--- config.mk ---
export PLATFORM = sky130hd
export DESIGN_NAME = cgra_tile_top
export DESIGN_NICKNAME = d
export VERILOG_FILES = /design/src/logic/tile_route_pkg.sv /design/src/logic/tile_cfg_pkg.sv /design/src/logic/cfg_axil_slave.sv /design/src/logic/connect_box.sv /design/src/logic/switch_box.sv /design/src/logic/logic_block.sv /design/src/logic/pe_tile.sv /design/src/logic/cgra_tile_top.sv
export SDC_FILE = /design/constraint.sdc
export NUM_CORES = 1
export LEC_CHECK = 0
export ABC_CLOCK_PERIOD_IN_PS = 4550
export BUFFER_PORTS_ARGS = -buffer_cell sky130_fd_sc_hd__buf_2
export CORE_MARGIN = 3
export CORE_UTILIZATION = 48
export CTS_BUF_LIST = sky130_fd_sc_hd__clkbuf_16
export CTS_CLUSTER_SIZE = 25
export DETAILED_ROUTE_END_ITERATION = 7
export PLACE_DENSITY = 0.76
export SETUP_SLACK_MARGIN = 0.02
export SYNTH_ARGS = -nofsm -noshare
export SYNTH_HDL_FRONTEND = slang
export SYNTH_SLANG_ARGS = --single-unit
--- constraint.sdc ---
create_clock -name clk -period 4.55 [get_ports clk]
set_clock_uncertainty 0.15 [all_clocks]
set_input_delay 0.2275 -clock clk [delete_from_list [all_inputs] [get_ports clk]]
set_output_delay 0.2275 -clock clk [all_outputs]
set_load 0.01 [all_outputs]
--- src/logic/tile_route_pkg.sv ---
`default_nettype none

package tile_route_pkg;

	localparam int NUM_SIDES = 4;
	localparam int NUM_TRACKS = 4;
	localparam int NUM_OUT_SIDES = 3; // The east side of the corner tile has no outputs.

	// Source selects for an output track on side s.
	// Codes 0 to 2 walk the other three sides in ascending order and take the same track.
	localparam logic [1:0] SRC_OTHER_0 = 2'd0;
	localparam logic [1:0] SRC_OTHER_1 = 2'd1;
	localparam logic [1:0] SRC_OTHER_2 = 2'd2;
	localparam logic [1:0] SRC_PE = 2'd3; // Registered logic-block result.

	localparam logic [1:0] LB_AND = 2'd0;
	localparam logic [1:0] LB_OR = 2'd1;
	localparam logic [1:0] LB_XOR = 2'd2;
	localparam logic [1:0] LB_NAND = 2'd3;

endpackage

`default_nettype wire

--- src/logic/tile_cfg_pkg.sv ---
`default_nettype none

package tile_cfg_pkg;

	// Section numbers, compared against cfg_addr[31:16].
	localparam logic [15:0] SEC_SB = 16'd7;
	localparam logic [15:0] SEC_CB0 = 16'd6;
	localparam logic [15:0] SEC_CB1 = 16'd5;
	localparam logic [15:0] SEC_LB = 16'd4;

	// Byte offsets of the AXI4-Lite register map.
	localparam logic [31:0] REG_CFG_ADDR = 32'h0;
	localparam logic [31:0] REG_CFG_DATA = 32'h4;
	localparam logic [31:0] REG_READBACK = 32'h8;

	// One configuration word, seen either by the switch box or by a single-select leaf.
	typedef union packed {
		struct packed {
			logic [7:0] unused;
			// Indexed src[side][track]; side 0, track 0 sits in bits 1:0.
			logic [tile_route_pkg::NUM_OUT_SIDES-1:0][tile_route_pkg::NUM_TRACKS-1:0][1:0] src;
		} sb;
		struct packed {
			logic [28:0] unused;
			logic [2:0] sel; // The logic block uses only the low two bits.
		} low;
	} cfg_word_u;

endpackage

`default_nettype wire

--- src/logic/cfg_axil_slave.sv ---
`timescale 1ns/1ns
`default_nettype none

module cfg_axil_slave (
	input  logic        clk,
	input  logic        rst,
	input  logic [31:0] awaddr,
	input  logic        awvalid,
	output logic        awready,
	input  logic [31:0] wdata,
	input  logic        wvalid,
	output logic        wready,
	output logic        bvalid,
	input  logic        bready,
	input  logic [31:0] araddr,
	input  logic        arvalid,
	output logic        arready,
	output logic [31:0] rdata,
	output logic        rvalid,
	input  logic        rready,
	input  logic [31:0] cfg_readback,
	output logic [31:0] cfg_addr,
	output logic [31:0] cfg_data,
	output logic        cfg_strobe
);

	logic        wr_accept;
	logic        wr_addr_reg;
	logic        wr_data_reg;
	logic        rd_accept;
	logic [31:0] rd_word;

	// Address and data are taken together, and only with no response outstanding.
	assign wr_accept = awvalid && wvalid && !bvalid;
	assign awready = wr_accept;
	assign wready = wr_accept;

	assign wr_addr_reg = wr_accept && (awaddr == tile_cfg_pkg::REG_CFG_ADDR);
	assign wr_data_reg = wr_accept && (awaddr == tile_cfg_pkg::REG_CFG_DATA);

	assign arready = !rvalid; // One read in flight at a time.
	assign rd_accept = arvalid && arready;

	always_comb begin
		case (araddr)
			tile_cfg_pkg::REG_CFG_ADDR: rd_word = cfg_addr;
			tile_cfg_pkg::REG_READBACK: rd_word = cfg_readback; // Word of the addressed section.
			default: rd_word = '0;
		endcase
	end

	always_ff @(posedge clk) begin
		if (rst) begin
			bvalid <= 1'b0;
			cfg_strobe <= 1'b0;
			cfg_addr <= '0;
		end else begin
			cfg_strobe <= wr_data_reg; // High for the single cycle after the data write.
			if (wr_accept) begin
				bvalid <= 1'b1;
			end else if (bready) begin
				bvalid <= 1'b0;
			end
			if (wr_addr_reg) begin
				cfg_addr <= wdata;
			end
		end
	end

	always_ff @(posedge clk) begin
		if (wr_data_reg) begin
			cfg_data <= wdata; // Only consumed while cfg_strobe is high.
		end
	end

	always_ff @(posedge clk) begin
		if (rst) begin
			rvalid <= 1'b0;
		end else if (rd_accept) begin
			rvalid <= 1'b1;
		end else if (rready) begin
			rvalid <= 1'b0;
		end
	end

	always_ff @(posedge clk) begin
		if (rd_accept) begin
			rdata <= rd_word;
		end
	end

endmodule

`default_nettype wire

--- src/logic/connect_box.sv ---
`timescale 1ns/1ns
`default_nettype none

module connect_box (
	input  logic        clk,
	input  logic        rst,
	input  logic        config_en,
	input  logic [31:0] config_data,
	input  logic [7:0]  tracks,
	output logic        block_out,
	output logic [31:0] cfg_word
);

	tile_cfg_pkg::cfg_word_u cfg_in;
	tile_cfg_pkg::cfg_word_u cfg_out;
	logic [2:0] sel_q;

	assign cfg_in = config_data;

	always_ff @(posedge clk) begin
		if (rst) begin
			sel_q <= '0;
		end else if (config_en) begin
			sel_q <= cfg_in.low.sel;
		end
	end

	assign block_out = tracks[sel_q]; // Plain mux, no register on the operand path.

	always_comb begin
		cfg_out = '0;
		cfg_out.low.sel = sel_q;
	end

	assign cfg_word = cfg_out;

endmodule

`default_nettype wire

--- src/logic/switch_box.sv ---
`timescale 1ns/1ns
`default_nettype none

module switch_box (
	input  logic clk,
	input  logic rst,
	input  logic config_en,
	input  logic [31:0] config_data,
	input  logic [tile_route_pkg::NUM_SIDES*tile_route_pkg::NUM_TRACKS-1:0] in_wires,
	input  logic pe_result,
	output logic [tile_route_pkg::NUM_OUT_SIDES*tile_route_pkg::NUM_TRACKS-1:0] out_wires,
	output logic [31:0] cfg_word
);

	tile_cfg_pkg::cfg_word_u cfg_in;
	tile_cfg_pkg::cfg_word_u cfg_out;
	logic [tile_route_pkg::NUM_OUT_SIDES-1:0][tile_route_pkg::NUM_TRACKS-1:0][1:0] src_q;

	assign cfg_in = config_data;

	always_ff @(posedge clk) begin
		if (rst) begin
			src_q <= '0;
		end else if (config_en) begin
			src_q <= cfg_in.sb.src;
		end
	end

	always_comb begin
		cfg_out = '0;
		cfg_out.sb.src = src_q; // Upper byte reads back as zero.
	end

	assign cfg_word = cfg_out;

	for (genvar s = 0; s < tile_route_pkg::NUM_OUT_SIDES; s++) begin : g_side
		for (genvar t = 0; t < tile_route_pkg::NUM_TRACKS; t++) begin : g_track
			// Code k names the k-th other side, counting up and skipping side s.
			localparam int IDX_A = ((0 < s) ? 0 : 1) * tile_route_pkg::NUM_TRACKS + t;
			localparam int IDX_B = ((1 < s) ? 1 : 2) * tile_route_pkg::NUM_TRACKS + t;
			localparam int IDX_C = ((2 < s) ? 2 : 3) * tile_route_pkg::NUM_TRACKS + t;

			logic route_bit;

			always_comb begin
				case (src_q[s][t])
					tile_route_pkg::SRC_OTHER_0: route_bit = in_wires[IDX_A];
					tile_route_pkg::SRC_OTHER_1: route_bit = in_wires[IDX_B];
					tile_route_pkg::SRC_OTHER_2: route_bit = in_wires[IDX_C];
					tile_route_pkg::SRC_PE: route_bit = pe_result;
				endcase
			end

			assign out_wires[s*tile_route_pkg::NUM_TRACKS+t] = route_bit;
		end
	end

endmodule

`default_nettype wire

--- src/logic/logic_block.sv ---
`timescale 1ns/1ns
`default_nettype none

module logic_block (
	input  logic        clk,
	input  logic        rst,
	input  logic        config_en,
	input  logic [31:0] config_data,
	input  logic        op_0,
	input  logic        op_1,
	output logic        pe_result,
	output logic [31:0] cfg_word
);

	tile_cfg_pkg::cfg_word_u cfg_in;
	tile_cfg_pkg::cfg_word_u cfg_out;
	logic [1:0] func_q;
	logic       func_out;

	assign cfg_in = config_data;

	always_comb begin
		case (func_q)
			tile_route_pkg::LB_AND: func_out = op_0 & op_1;
			tile_route_pkg::LB_OR: func_out = op_0 | op_1;
			tile_route_pkg::LB_XOR: func_out = op_0 ^ op_1;
			tile_route_pkg::LB_NAND: func_out = ~(op_0 & op_1);
		endcase
	end

	// The result register is what keeps the switch-box feedback path acyclic.
	always_ff @(posedge clk) begin
		if (rst) begin
			func_q <= tile_route_pkg::LB_AND;
			pe_result <= 1'b0;
		end else begin
			if (config_en) begin
				func_q <= cfg_in.low.sel[1:0];
			end
			pe_result <= func_out;
		end
	end

	always_comb begin
		cfg_out = '0;
		cfg_out.low.sel = {1'b0, func_q};
	end

	assign cfg_word = cfg_out;

endmodule

`default_nettype wire

--- src/logic/pe_tile.sv ---
`timescale 1ns/1ns
`default_nettype none

module pe_tile (
	input  logic clk,
	input  logic rst,
	input  logic [15:0] tile_id,
	input  logic [31:0] cfg_addr,
	input  logic [31:0] cfg_data,
	input  logic cfg_strobe,
	input  logic [tile_route_pkg::NUM_SIDES*tile_route_pkg::NUM_TRACKS-1:0] in_wires,
	output logic [tile_route_pkg::NUM_OUT_SIDES*tile_route_pkg::NUM_TRACKS-1:0] out_wires,
	output logic [31:0] cfg_readback
);

	logic        tile_hit;
	logic [15:0] section;
	logic        en_sb;
	logic        en_cb0;
	logic        en_cb1;
	logic        en_lb;
	logic        op_0;
	logic        op_1;
	logic        pe_result;
	logic [31:0] word_sb;
	logic [31:0] word_cb0;
	logic [31:0] word_cb1;
	logic [31:0] word_lb;

	assign tile_hit = (cfg_addr[15:0] == tile_id);
	assign section = cfg_addr[31:16];

	assign en_sb = cfg_strobe && tile_hit && (section == tile_cfg_pkg::SEC_SB);
	assign en_cb0 = cfg_strobe && tile_hit && (section == tile_cfg_pkg::SEC_CB0);
	assign en_cb1 = cfg_strobe && tile_hit && (section == tile_cfg_pkg::SEC_CB1);
	assign en_lb = cfg_strobe && tile_hit && (section == tile_cfg_pkg::SEC_LB);

	always_comb begin
		cfg_readback = '0;
		if (tile_hit) begin
			case (section)
				tile_cfg_pkg::SEC_SB: cfg_readback = word_sb;
				tile_cfg_pkg::SEC_CB0: cfg_readback = word_cb0;
				tile_cfg_pkg::SEC_CB1: cfg_readback = word_cb1;
				tile_cfg_pkg::SEC_LB: cfg_readback = word_lb;
				default: cfg_readback = '0;
			endcase
		end
	end

	switch_box sb (
		.clk         (clk),
		.rst         (rst),
		.config_en   (en_sb),
		.config_data (cfg_data),
		.in_wires    (in_wires),
		.pe_result   (pe_result),
		.out_wires   (out_wires),
		.cfg_word    (word_sb)
	);

	// Tracks 0 to 3 come in on the side, tracks 4 to 7 are the switch box outputs on it.
	connect_box cb0 (
		.clk         (clk),
		.rst         (rst),
		.config_en   (en_cb0),
		.config_data (cfg_data),
		.tracks      ({out_wires[3:0], in_wires[3:0]}),
		.block_out   (op_0),
		.cfg_word    (word_cb0)
	);

	connect_box cb1 (
		.clk         (clk),
		.rst         (rst),
		.config_en   (en_cb1),
		.config_data (cfg_data),
		.tracks      ({out_wires[7:4], in_wires[7:4]}),
		.block_out   (op_1),
		.cfg_word    (word_cb1)
	);

	logic_block lb (
		.clk         (clk),
		.rst         (rst),
		.config_en   (en_lb),
		.config_data (cfg_data),
		.op_0        (op_0),
		.op_1        (op_1),
		.pe_result   (pe_result),
		.cfg_word    (word_lb)
	);

endmodule

`default_nettype wire

--- src/logic/cgra_tile_top.sv ---
`timescale 1ns/1ns
`default_nettype none

module cgra_tile_top (
	input  logic        clk,
	input  logic        rst,
	input  logic [31:0] awaddr,
	input  logic        awvalid,
	output logic        awready,
	input  logic [31:0] wdata,
	input  logic        wvalid,
	output logic        wready,
	output logic        bvalid,
	input  logic        bready,
	input  logic [31:0] araddr,
	input  logic        arvalid,
	output logic        arready,
	output logic [31:0] rdata,
	output logic        rvalid,
	input  logic        rready,
	input  logic [15:0] tile_id,
	input  logic [15:0] in_wires,
	output logic [11:0] out_wires
);

	logic [31:0] cfg_addr;
	logic [31:0] cfg_data;
	logic        cfg_strobe;
	logic [31:0] cfg_readback;

	cfg_axil_slave u_cfg_axil_slave (
		.clk          (clk),
		.rst          (rst),
		.awaddr       (awaddr),
		.awvalid      (awvalid),
		.awready      (awready),
		.wdata        (wdata),
		.wvalid       (wvalid),
		.wready       (wready),
		.bvalid       (bvalid),
		.bready       (bready),
		.araddr       (araddr),
		.arvalid      (arvalid),
		.arready      (arready),
		.rdata        (rdata),
		.rvalid       (rvalid),
		.rready       (rready),
		.cfg_readback (cfg_readback),
		.cfg_addr     (cfg_addr),
		.cfg_data     (cfg_data),
		.cfg_strobe   (cfg_strobe)
	);

	pe_tile u_pe_tile (
		.clk          (clk),
		.rst          (rst),
		.tile_id      (tile_id),
		.cfg_addr     (cfg_addr),
		.cfg_data     (cfg_data),
		.cfg_strobe   (cfg_strobe),
		.in_wires     (in_wires),
		.out_wires    (out_wires),
		.cfg_readback (cfg_readback)
	);

endmodule

`default_nettype wire

### Word level (Yosys, flattened, before mapping)

Cells that the tools add are included.

* register bits: 124
* bits in latches: 0
* RAM bits: 0
* ROM bits: 0
* input bits: 135
* output and inout port bits: 49
* logic and storage cells: 127
* memories kept: 0

* add/sub/neg operators: 0
* multiply operators: 0
* div/mod/pow operators: 0
* order comparisons: 2
* equal/unequal tests: 46
* shift-type cells: 0
* mux-type cells: 24
* bitwise operators: 4
* reductions and logical operators: 29

Operators by type and width (count)
* 24-bit case mux with 4 select lines: 1
* 16-bit by 3-bit == test with 1-bit output, second input constant: 4
* 32-bit logical NOT: 2
* 32-bit case mux with 2 select lines: 1
* 2-bit == test, second input constant: 26
* 1-bit case mux with 4 select lines: 13
* 32-bit by 3-bit == test with 1-bit output, second input constant: 1
* 32-bit by 4-bit == test with 1-bit output, second input constant: 1
* 32-bit 2-to-1 mux: 1
* 2-bit by 1-bit == test with 1-bit output, second input constant: 13
* 2-bit logical NOT: 13
* 16-bit == test: 1
* 1-bit logical AND: 10
* 3-bit by 4-bit less-than comparator with 1-bit output, second input constant: 2
* 1-bit binary-select mux with 3-bit select: 2
* 1-bit 2-to-1 mux: 6
* 2-bit nonzero test: 2
* 1-bit logical NOT: 2
* 1-bit AND: 1
* 1-bit inverter: 1
* 1-bit OR: 1
* 1-bit bitwise XOR: 1

### Longest topological paths before layout

Gate-level depths: netlist (run 1).

* depth after elaboration: 7
* mapped depth: 11

### Modules after synthesis

Synthesis (run 1) repeated with hierarchy kept, for this count alone.

* cell total of the unflattened synthesis: 669
* area, all modules: 7873.8 um^2

Modules (own cells, without submodules)
* cfg_axil_slave: instances 1, cells an instance 310, area an instance 4095.2 um^2
* switch_box: instances 1, cells an instance 111, area an instance 1321.3 um^2
* pe_tile: instances 1, cells an instance 117, area an instance 1295.0 um^2
* connect_box: instances 2, cells an instance 42, area an instance 386.6 um^2
* logic_block: instances 1, cells an instance 47, area an instance 389.1 um^2

### Least setup slack after synthesis (run 1)

OpenSTA, ideal clock, no wires.

* path kind: input to register
* start point: input awaddr[19]
* end point: register u_cfg_axil_slave.cfg_data[0] (enable)
* library setup time: 437 ps
* data arrival time: 2691 ps
* data required time: 3963 ps
* slack: 1272 ps
* cell stages on the path: 4
* path buffers: 0
* path through: or4_1 nor3_1 nand2_1 nor3_1

* cells in the longest elaborated chain, start to end: 2

Ends and longest elaborated chain
* start, declared: line cgra_tile_top.sv:7 `input logic [31:0] awaddr,`
* 32-bit by 3-bit == test with 1-bit output: line cfg_axil_slave.sv:39 `assign wr_data_reg = wr_accept && (awaddr == tile_cfg_pkg::REG_CFG_DATA);`
* 1-bit logical AND: line cfg_axil_slave.sv:39
* named net u_cfg_axil_slave.wr_data_reg: line cfg_axil_slave.sv:29 `logic wr_data_reg;`
* end signal, assigned: line cfg_axil_slave.sv:72 `cfg_data <= wdata;`
* end, declared: line cfg_axil_slave.sv:23 `output logic [31:0] cfg_data,`

The timed path passes the listed nets, and every way through them passes these cells.
A chain may end at the register's enable or synchronous reset.

### Worst setup path in the final report (run 1)

* start point: register u_cfg_axil_slave.cfg_addr[15]
* end point: register u_pe_tile.sb.src_q, in the netlist u_pe_tile.sb.cfg_word[5]

* cells in the longest elaborated chain, start to end: 3

Ends and longest elaborated chain
* start, declared: line cfg_axil_slave.sv:22 `output logic [31:0] cfg_addr,`
* start signal, assigned: line cfg_axil_slave.sv:65 `cfg_addr <= wdata;`
* 16-bit == test: line pe_tile.sv:30 `assign tile_hit = (cfg_addr[15:0] == tile_id);`
* 1-bit logical AND (2 in series): line pe_tile.sv:33 `assign en_sb = cfg_strobe && tile_hit && (section == tile_cfg_pkg::SEC_SB);`
* end signal, assigned: line switch_box.sv:25 `src_q <= cfg_in.sb.src;`
* end, declared: line switch_box.sv:17 `logic [tile_route_pkg::NUM_OUT_SIDES-1:0][tile_route_pkg::NUM_TRACKS-1:0][1:0] src_q;`

Every way passes these cells.

==> results of run 1 <==
==> power groups by stage <==
stage | clock, mW | sequential (mW) | combinational [mW]
2_1_floorplan | 0 | 1.22 | 0.0574
3_3_place_gp | 0 | 1.21 | 0.157
3_5_place_dp | 0 | 1.21 | 0.160
4_1_cts | 1.37 | 1.19 | 0.184
5_1_grt | 1.43 | 1.19 | 0.201
6_report | 1.37 | 1.18 | 0.185
==> cell families after synthesis <==
kind of cell / after synthesis / share of synthesized area
compound gates: 111 / 0.114
xor+xnor: 16 / 0.0247
fa+ha+maj: 2 / 0.00441
buf+inv: 53 / 0.0494
flops: 124 / 0.536
mux: 30 / 0.0888
simple gates: 197 / 0.183
==> how the worst max path moves through the flow <==
| stage | startpoint | endpoint | cells after the start |
|---|---|---|---|
| 2_1_floorplan | awaddr[19] | u_cfg_axil_slave.cfg_data[0] | 4 |
| 3_3_place_gp | awaddr[19] | u_cfg_axil_slave.cfg_addr[14] | 6 |
| 3_5_place_dp | awaddr[19] | u_cfg_axil_slave.cfg_addr[21] | 6 |
| 4_1_cts | u_cfg_axil_slave.cfg_addr[15] | u_pe_tile.sb.cfg_word[5] | 5 |
| 5_1_grt | u_cfg_axil_slave.cfg_addr[12] | u_pe_tile.sb.cfg_word[5] | 5 |
| 6_report | u_cfg_axil_slave.cfg_addr[15] | u_pe_tile.sb.cfg_word[5] | 5 |
==> final cells by class <==
type                            instances  area, um^2
Fill cell                             863        3940
Sequential cell                       124        3040
Multi-Input combinational cell        356        2370
Timing Repair Buffer                  224        1310
Clock buffer                           17         425
Tap cell                              143         179
Clock inverter                         15         174
Inverter                                5        18.8
Antenna cell                            1        2.50
==> synthesized netlist by cell type (2+ instances only) <==
| cell | instances | area (um^2) |
|---|---|---|
| nand2_1 | 71 | 267 |
| dfxtp_1 | 68 | 1360 |
| a21oi_1 | 60 | 300 |
| edfxtp_1 | 56 | 1680 |
| nand3_1 | 25 | 125 |
| clkbuf_1 | 24 | 90.1 |
| o21ai_0 | 24 | 120 |
| a22o_1 | 19 | 166 |
| nor4_1 | 18 | 113 |
| mux4_2 | 16 | 360 |
| and3_1 | 15 | 93.8 |
| nand2b_1 | 14 | 87.6 |
| buf_4 | 13 | 97.6 |
| xor2_1 | 12 | 105 |
| mux2i_1 | 11 | 110 |
| nand4_1 | 11 | 68.8 |
| and2_1 | 10 | 62.6 |
| buf_2 | 8 | 40.0 |
| nor2_1 | 7 | 26.3 |
| nor2b_1 | 6 | 37.5 |
| inv_1 | 5 | 18.8 |
| nor3_1 | 4 | 20.0 |
| xnor2_1 | 4 | 35.0 |
| and4_1 | 3 | 26.3 |
| buf_6 | 3 | 33.8 |
| mux2_2 | 3 | 33.8 |
| a211oi_1 | 2 | 15.0 |
| a21boi_1 | 2 | 15.0 |
| a311oi_1 | 2 | 17.5 |
| ha_1 | 2 | 25.0 |
| nor3b_1 | 2 | 15.0 |
| or3_1 | 2 | 12.5 |
| or4_1 | 2 | 15.0 |
==> tightest hold or removal path, stage by stage <==
cell and delay [ps]:
buf_2 90, nand3b_1 130, a21oi_1 70
==> state kept, by name, summed over array words and instances (netlist names) <==
name	flops
u_cfg_axil_slave.cfg_addr	32
u_cfg_axil_slave.rdata	32
u_cfg_axil_slave.cfg_data	24
u_pe_tile.sb.cfg_word	24
u_pe_tile.cb0.sel_q	3
u_pe_tile.cb1.sel_q	3
u_pe_tile.lb.func_q	2
u_cfg_axil_slave.bvalid	1
u_cfg_axil_slave.cfg_strobe	1
u_cfg_axil_slave.rvalid	1
u_pe_tile.lb.pe_result	1
==> metal layers <==
layer  vias up  global-route usage  wire [um]
met5         -                   0          0
met3        26              0.0853       2050
met2       355               0.432       8150
met1      2405               0.339       6650
li1       2350                   -          -
met4         0              0.0743        273
==> through the flow <==
stage	worst slack [ps]	util
2_1_floorplan	1270	-
3_3_place_gp	1750	0.573
3_5_place_dp	1700	0.573
4_1_cts	1620	0.656
5_1_grt	1390	0.656
6_report	1560	0.656
==> placed cells by master (no fill, tap or decap), types with 17 or more instances in the layout <==
cell and n:
edfxtp_1 56, nor4_1 18, dfxtp_1 68, buf_2 183, o21ai_0 24, nand2_1 71
clkbuf_16 17, a22o_1 19, nand3_1 25, dlygate4sd3_1 35, a21oi_1 60
==> run metrics, run 1 <==
status=finished, final reports clean; Top delay family on crit path=simple AND/OR/NAND/NOR gates; Worst path slowest cell=nand4_1; first-pass GRT wire length=26,500 um; RSZ-0062 raised after global routing=no; #FFs+latches synth=124; worst path buffer plus inverter count=0; initial core utilization=0.495; fraction of layout instances using a drive strength above 1=0.328; Clock Tree Buf Depth=2; post-DP HPWL=between 10,000 and 15,000 um; WHS Endpoint=u_cfg_axil_slave.bvalid; Mapped Cells=533; worst vdd ir=around 0.25 mV; Die H=~110 um; GRT Overall Usage=0.264; slew margin rel.=0.228; clock root cell=clkbuf_16; Placed Area=between 6000 and 7000 um^2; die width=around 110 um; synth warn=0; Layout area overhead=32.5%; final worst path period need=approximately 3000 ps; Final ANT Viol Nets=0; Vias/cell=between 5 and 6; fin crit share=0.657; Total Nets Final=865; Max Fanout on Critical Path=24; critical path launch point type=flop; mapped cell area=between 5000 and 6000 um^2; gpl congestion=0.906; final setup violation count=0; DR DRC count=0; hold path depth=3; number of enable flip-flop cells after synthesis=between 50 and 60; Slew Limit Fails=0; Reg power frac=0.433; TritonRoute pass-1 iters=5; worst slew pin tran=between 1000 and 1500 ps; Hold-fix buffers, CTS=35; DR WL/cell=roughly 19 um; Min-Delay Path Class=primary input to flop; grt total ovfl=0; Final Non-Filler Cells=885; critical path type=flop to flop; TritonCTS sink count=around 120; R2R Path Start=u_cfg_axil_slave.cfg_addr[15]; Final Power=2.74 mW; TritonCTS clock tree=yes; Hold Crit Start=awvalid; Post-synth ARST share=0; clock latency on the worst-skew pair=about 420 ps; die area=about 13,000 um^2; crit path DAT=3100 ps; vias in the first global route=5,104; First DRT Iteration DRCs=roughly 430; Net Count, Synth=670; largest net degree at the start of global routing=72; Netlist cell types=42; routed wire length=around 17,000 um; Worst R2R Setup Slack=around 1600 ps; IO Count=about 180; H-tree lvl count=4; ys flop type=dfxtp_1; final instance area=about 7500 um^2; CORE AREA=~11,000 um^2; r2r endpoint=u_pe_tile.sb.cfg_word[5]; syn avg cell area=10.7 um^2; Post-CTS Setup Inserts=0; Power Density=about 360 nW/um^2; Crit path largest cell delay=slightly above 800 ps; max_cap viols=0; PortBufs=about 180; NetSw=roughly 0.6 mW; Worst EP required=between 4000 and 5000 ps; WHS=8.45 ps; Final Hold Violating Endpoints=0; Clock transition at path regs=about 60 ps; Reg2Reg Depth=5; Setup crit end kind=flop; Num CTS Buffers=17; via count=roughly 5,100; setup_tns=0 ps; Post-CTS Resized=0; antenna violations before repair=0; row count=39; switching portion of total power=0.219; Int Power=about 2.1 mW; LEAKAGE=about 3.0 nW; Comb pwr share=0.068; CP cell instances=xor2_1 -> nor4_1 -> nand4_1 -> o21ai_0 -> a21oi_1; clock network power share=0.500; register area share after synthesis=0.536; placed cell count=between 800 and 900; FMAX=335 MHz
Note: power is estimated with default switching activity, not from simulation.
==> run 2: changes to the inputs <==
--- a/config.mk
+++ b/config.mk
@@ -5,10 +5,10 @@
 export SDC_FILE = /design/constraint.sdc
 export NUM_CORES = 1
 export LEC_CHECK = 0
-export ABC_CLOCK_PERIOD_IN_PS = 4550
+export ABC_CLOCK_PERIOD_IN_PS = 2550
 export BUFFER_PORTS_ARGS = -buffer_cell sky130_fd_sc_hd__buf_2
 export CORE_MARGIN = 3
-export CORE_UTILIZATION = 48
+export CORE_UTILIZATION = 46
 export CTS_BUF_LIST = sky130_fd_sc_hd__clkbuf_16
 export CTS_CLUSTER_SIZE = 25
 export DETAILED_ROUTE_END_ITERATION = 7
==> constraint.sdc (replaced) <==
create_clock -name clk -period 2.55 [get_ports clk]
set_clock_uncertainty 0.15 [all_clocks]
set_input_delay 0.1275 -clock clk [delete_from_list [all_inputs] [get_ports clk]]
set_output_delay 0.1275 -clock clk [all_outputs]
set_load 0.01 [all_outputs]
==> run 2 against run 1 <==
  * Clock-buffer cell count unchanged
  * Critical path depth up 4
  * Sequential power up 80%
  * Register-to-register slack worse by 1400 ps
  * First-iteration DRC count up 37%
  * Fmax up 23%
  * Non-clock buffer count up 15
  * Flip-flop and latch count unchanged
  * Die area up 4.1%
  * Sequential share of layout area down 0.89 points
  * Utilization down 0.13 points
==> run metrics, run 2 (synthesis results as in run 1) <==
critical path type=flop to flop; antenna violations before repair=0; gpl congestion=1.04; Ant. Diodes=0; row count=39; fraction of layout instances using a drive strength above 1=0.344; TritonCTS sink count=~120; Final Hold Violating Endpoints=0; Slew Limit Fails=0; GRT Overall Usage=0.247; Final Core Density=0.655; final setup violation count=0; slew margin rel.=0.557; critical path launch point type=flop; IO Count=between 150 and 200; worst slew pin tran=around 660 ps; Clock transition at path regs=approximately 60 ps; WHS=around 60 ps; die width=about 120 um; R2R Path Start=u_pe_tile.sb.cfg_word[4]; fin crit share=0.954; final worst path period need=about 2400 ps; LEAKAGE=about 3.0 nW; via count=~5,200; setup_tns=0 ps; DR DRC count=0; die area=~14,000 um^2; worst path buffer plus inverter count=1; Die H=117 um; status=finished, final reports clean; hold path depth=4; Final Power=approximately 4.8 mW; first-pass GRT wire length=25,300 um; clock root cell=clkbuf_16; Vias/cell=~5.6; Clock Tree Buf Depth=2; CP dominant cell by count=nor2_1; Top delay family on crit path=multiplexers; Power Density=618 nW/um^2; DR WL/cell=about 19 um; CORE AREA=approximately 12,000 um^2; FMAX=411 MHz; vias in the first global route=4,792; Layout area overhead=35.6%; Final Non-Filler Cells=920; Setup crit end kind=flop; worst vdd ir=0.464 mV; crit path DAT=about 2600 ps; TritonRoute pass-1 iters=5; fillcell total=between 800 and 900; r2r endpoint=u_pe_tile.lb.pe_result; H-tree lvl count=4; Hold Crit Start=araddr[17]; Worst path slowest cell=mux4_2; TritonCTS clock tree=yes; Worst R2R Setup Slack=120 ps; WHS Endpoint=u_cfg_axil_slave.rdata[2]; leading cell type in the layout, fill and taps excluded=buf_2; First DRT Iteration DRCs=583; Num CTS Buffers=17; post-DP HPWL=~13,000 um; largest net degree at the start of global routing=between 50 and 60; PortBufs=about 180; most frequent cells in the layout=buf_2 (183), nand2_1 (71), dfxtp_1 (66); max_cap viols=0; grt total ovfl=0; clock latency on the worst-skew pair=410 ps; Final ANT Viol Nets=0; Min-Delay Path Class=primary input to flop; Largest regs=u_cfg_axil_slave.cfg_addr (32), u_cfg_axil_slave.rdata (32); initial core utilization=0.483; Worst EP required=roughly 2700 ps; Reg2Reg Depth=9; routed wire length=~17,000 um; Total Nets Final=just under 900; Post-CTS Setup Inserts=0; RSZ-0062 raised after global routing=no; placed cell count=about 850; Max Fanout on Critical Path=3; CP cell instances=mux4_2 -> mux2_2 -> a311oi_2 -> inv_1 -> ha_1 -> nor2_1 -> a211oi_1 -> a21oi_1 -> nor2_1; Crit path largest cell delay=520 ps
run 2: stage by stage:
step | area (um^2) | worst slack, ps
2_1_floorplan | 5680 | 118
3_3_place_gp | 6740 | 182
3_5_place_dp | 6740 | 25.5
4_1_cts | 7690 | 62.1
5_1_grt | 7700 | 24.8
6_report | 7700 | 116
run 2: report_power, final:
group / internal (mW) / leakage (nW) / total (mW) / switching (mW)
sequential: 2.11 / 1.08 / 2.12 / 0.0101
clock: 1.43 / 0.271 / 2.31 / 0.877
combinational: 0.177 / 1.70 / 0.339 / 0.161
total: 3.71 / 3.05 / 4.76 / 1.05
run 2: how the worst max path moves through the flow:
stage                                   startpoint                            to  slack [ps]  cells past startpoint
final                     u_pe_tile.sb.cfg_word[4]        u_pe_tile.lb.pe_result         120                      9
after global routing      u_pe_tile.sb.cfg_word[4]        u_pe_tile.lb.pe_result          20                      9
after CTS                   u_pe_tile.lb.pe_result        u_pe_tile.lb.pe_result          60                      9
after detailed placement    u_pe_tile.lb.pe_result        u_pe_tile.lb.pe_result          30                      9
after global placement      u_pe_tile.lb.pe_result        u_pe_tile.lb.pe_result         180                      9
after floorplan                         awaddr[19]  u_cfg_axil_slave.cfg_data[0]         120                      4
run 2: per-layer routing:
metal	vias up	global-route usage	share of wire
met5	-	0	0
met1	2436	0.330	0.39
met3	26	0.0679	0.11
met2	352	0.399	0.48
li1	2375	-	-
met4	0	0.0696	0.017
run 2: timing repair:
action,in CTS,in global routing
pin swaps,0,2
hold endpoints to repair,62,0
hold buffers,37,0
gates resized for setup,1,3
endpoints found under the setup margin,1,1
run 2: worst reg2reg max path, stage by stage (launching register included):
cell and delay (ps):
dfxtp_1 360, mux4_2 520, mux2_2 290, a311oi_2 320
inv_1 90, ha_1 230, nor2_1 120, a211oi_1 60
a21oi_1 120, nor2_1 40
run 2: area by class of cell:
type | count | area (um^2) | area share
clock buffers | 17 | 425 | 0.0552
clock inverters | 15 | 150 | 0.0195
inverters | 5 | 18.8 | 0.00244
multi-input cells | 356 | 2390 | 0.310
flip-flops and latches | 124 | 3050 | 0.395
well taps | 164 | 205 | 0.0266
repair buffers | 239 | 1470 | 0.190
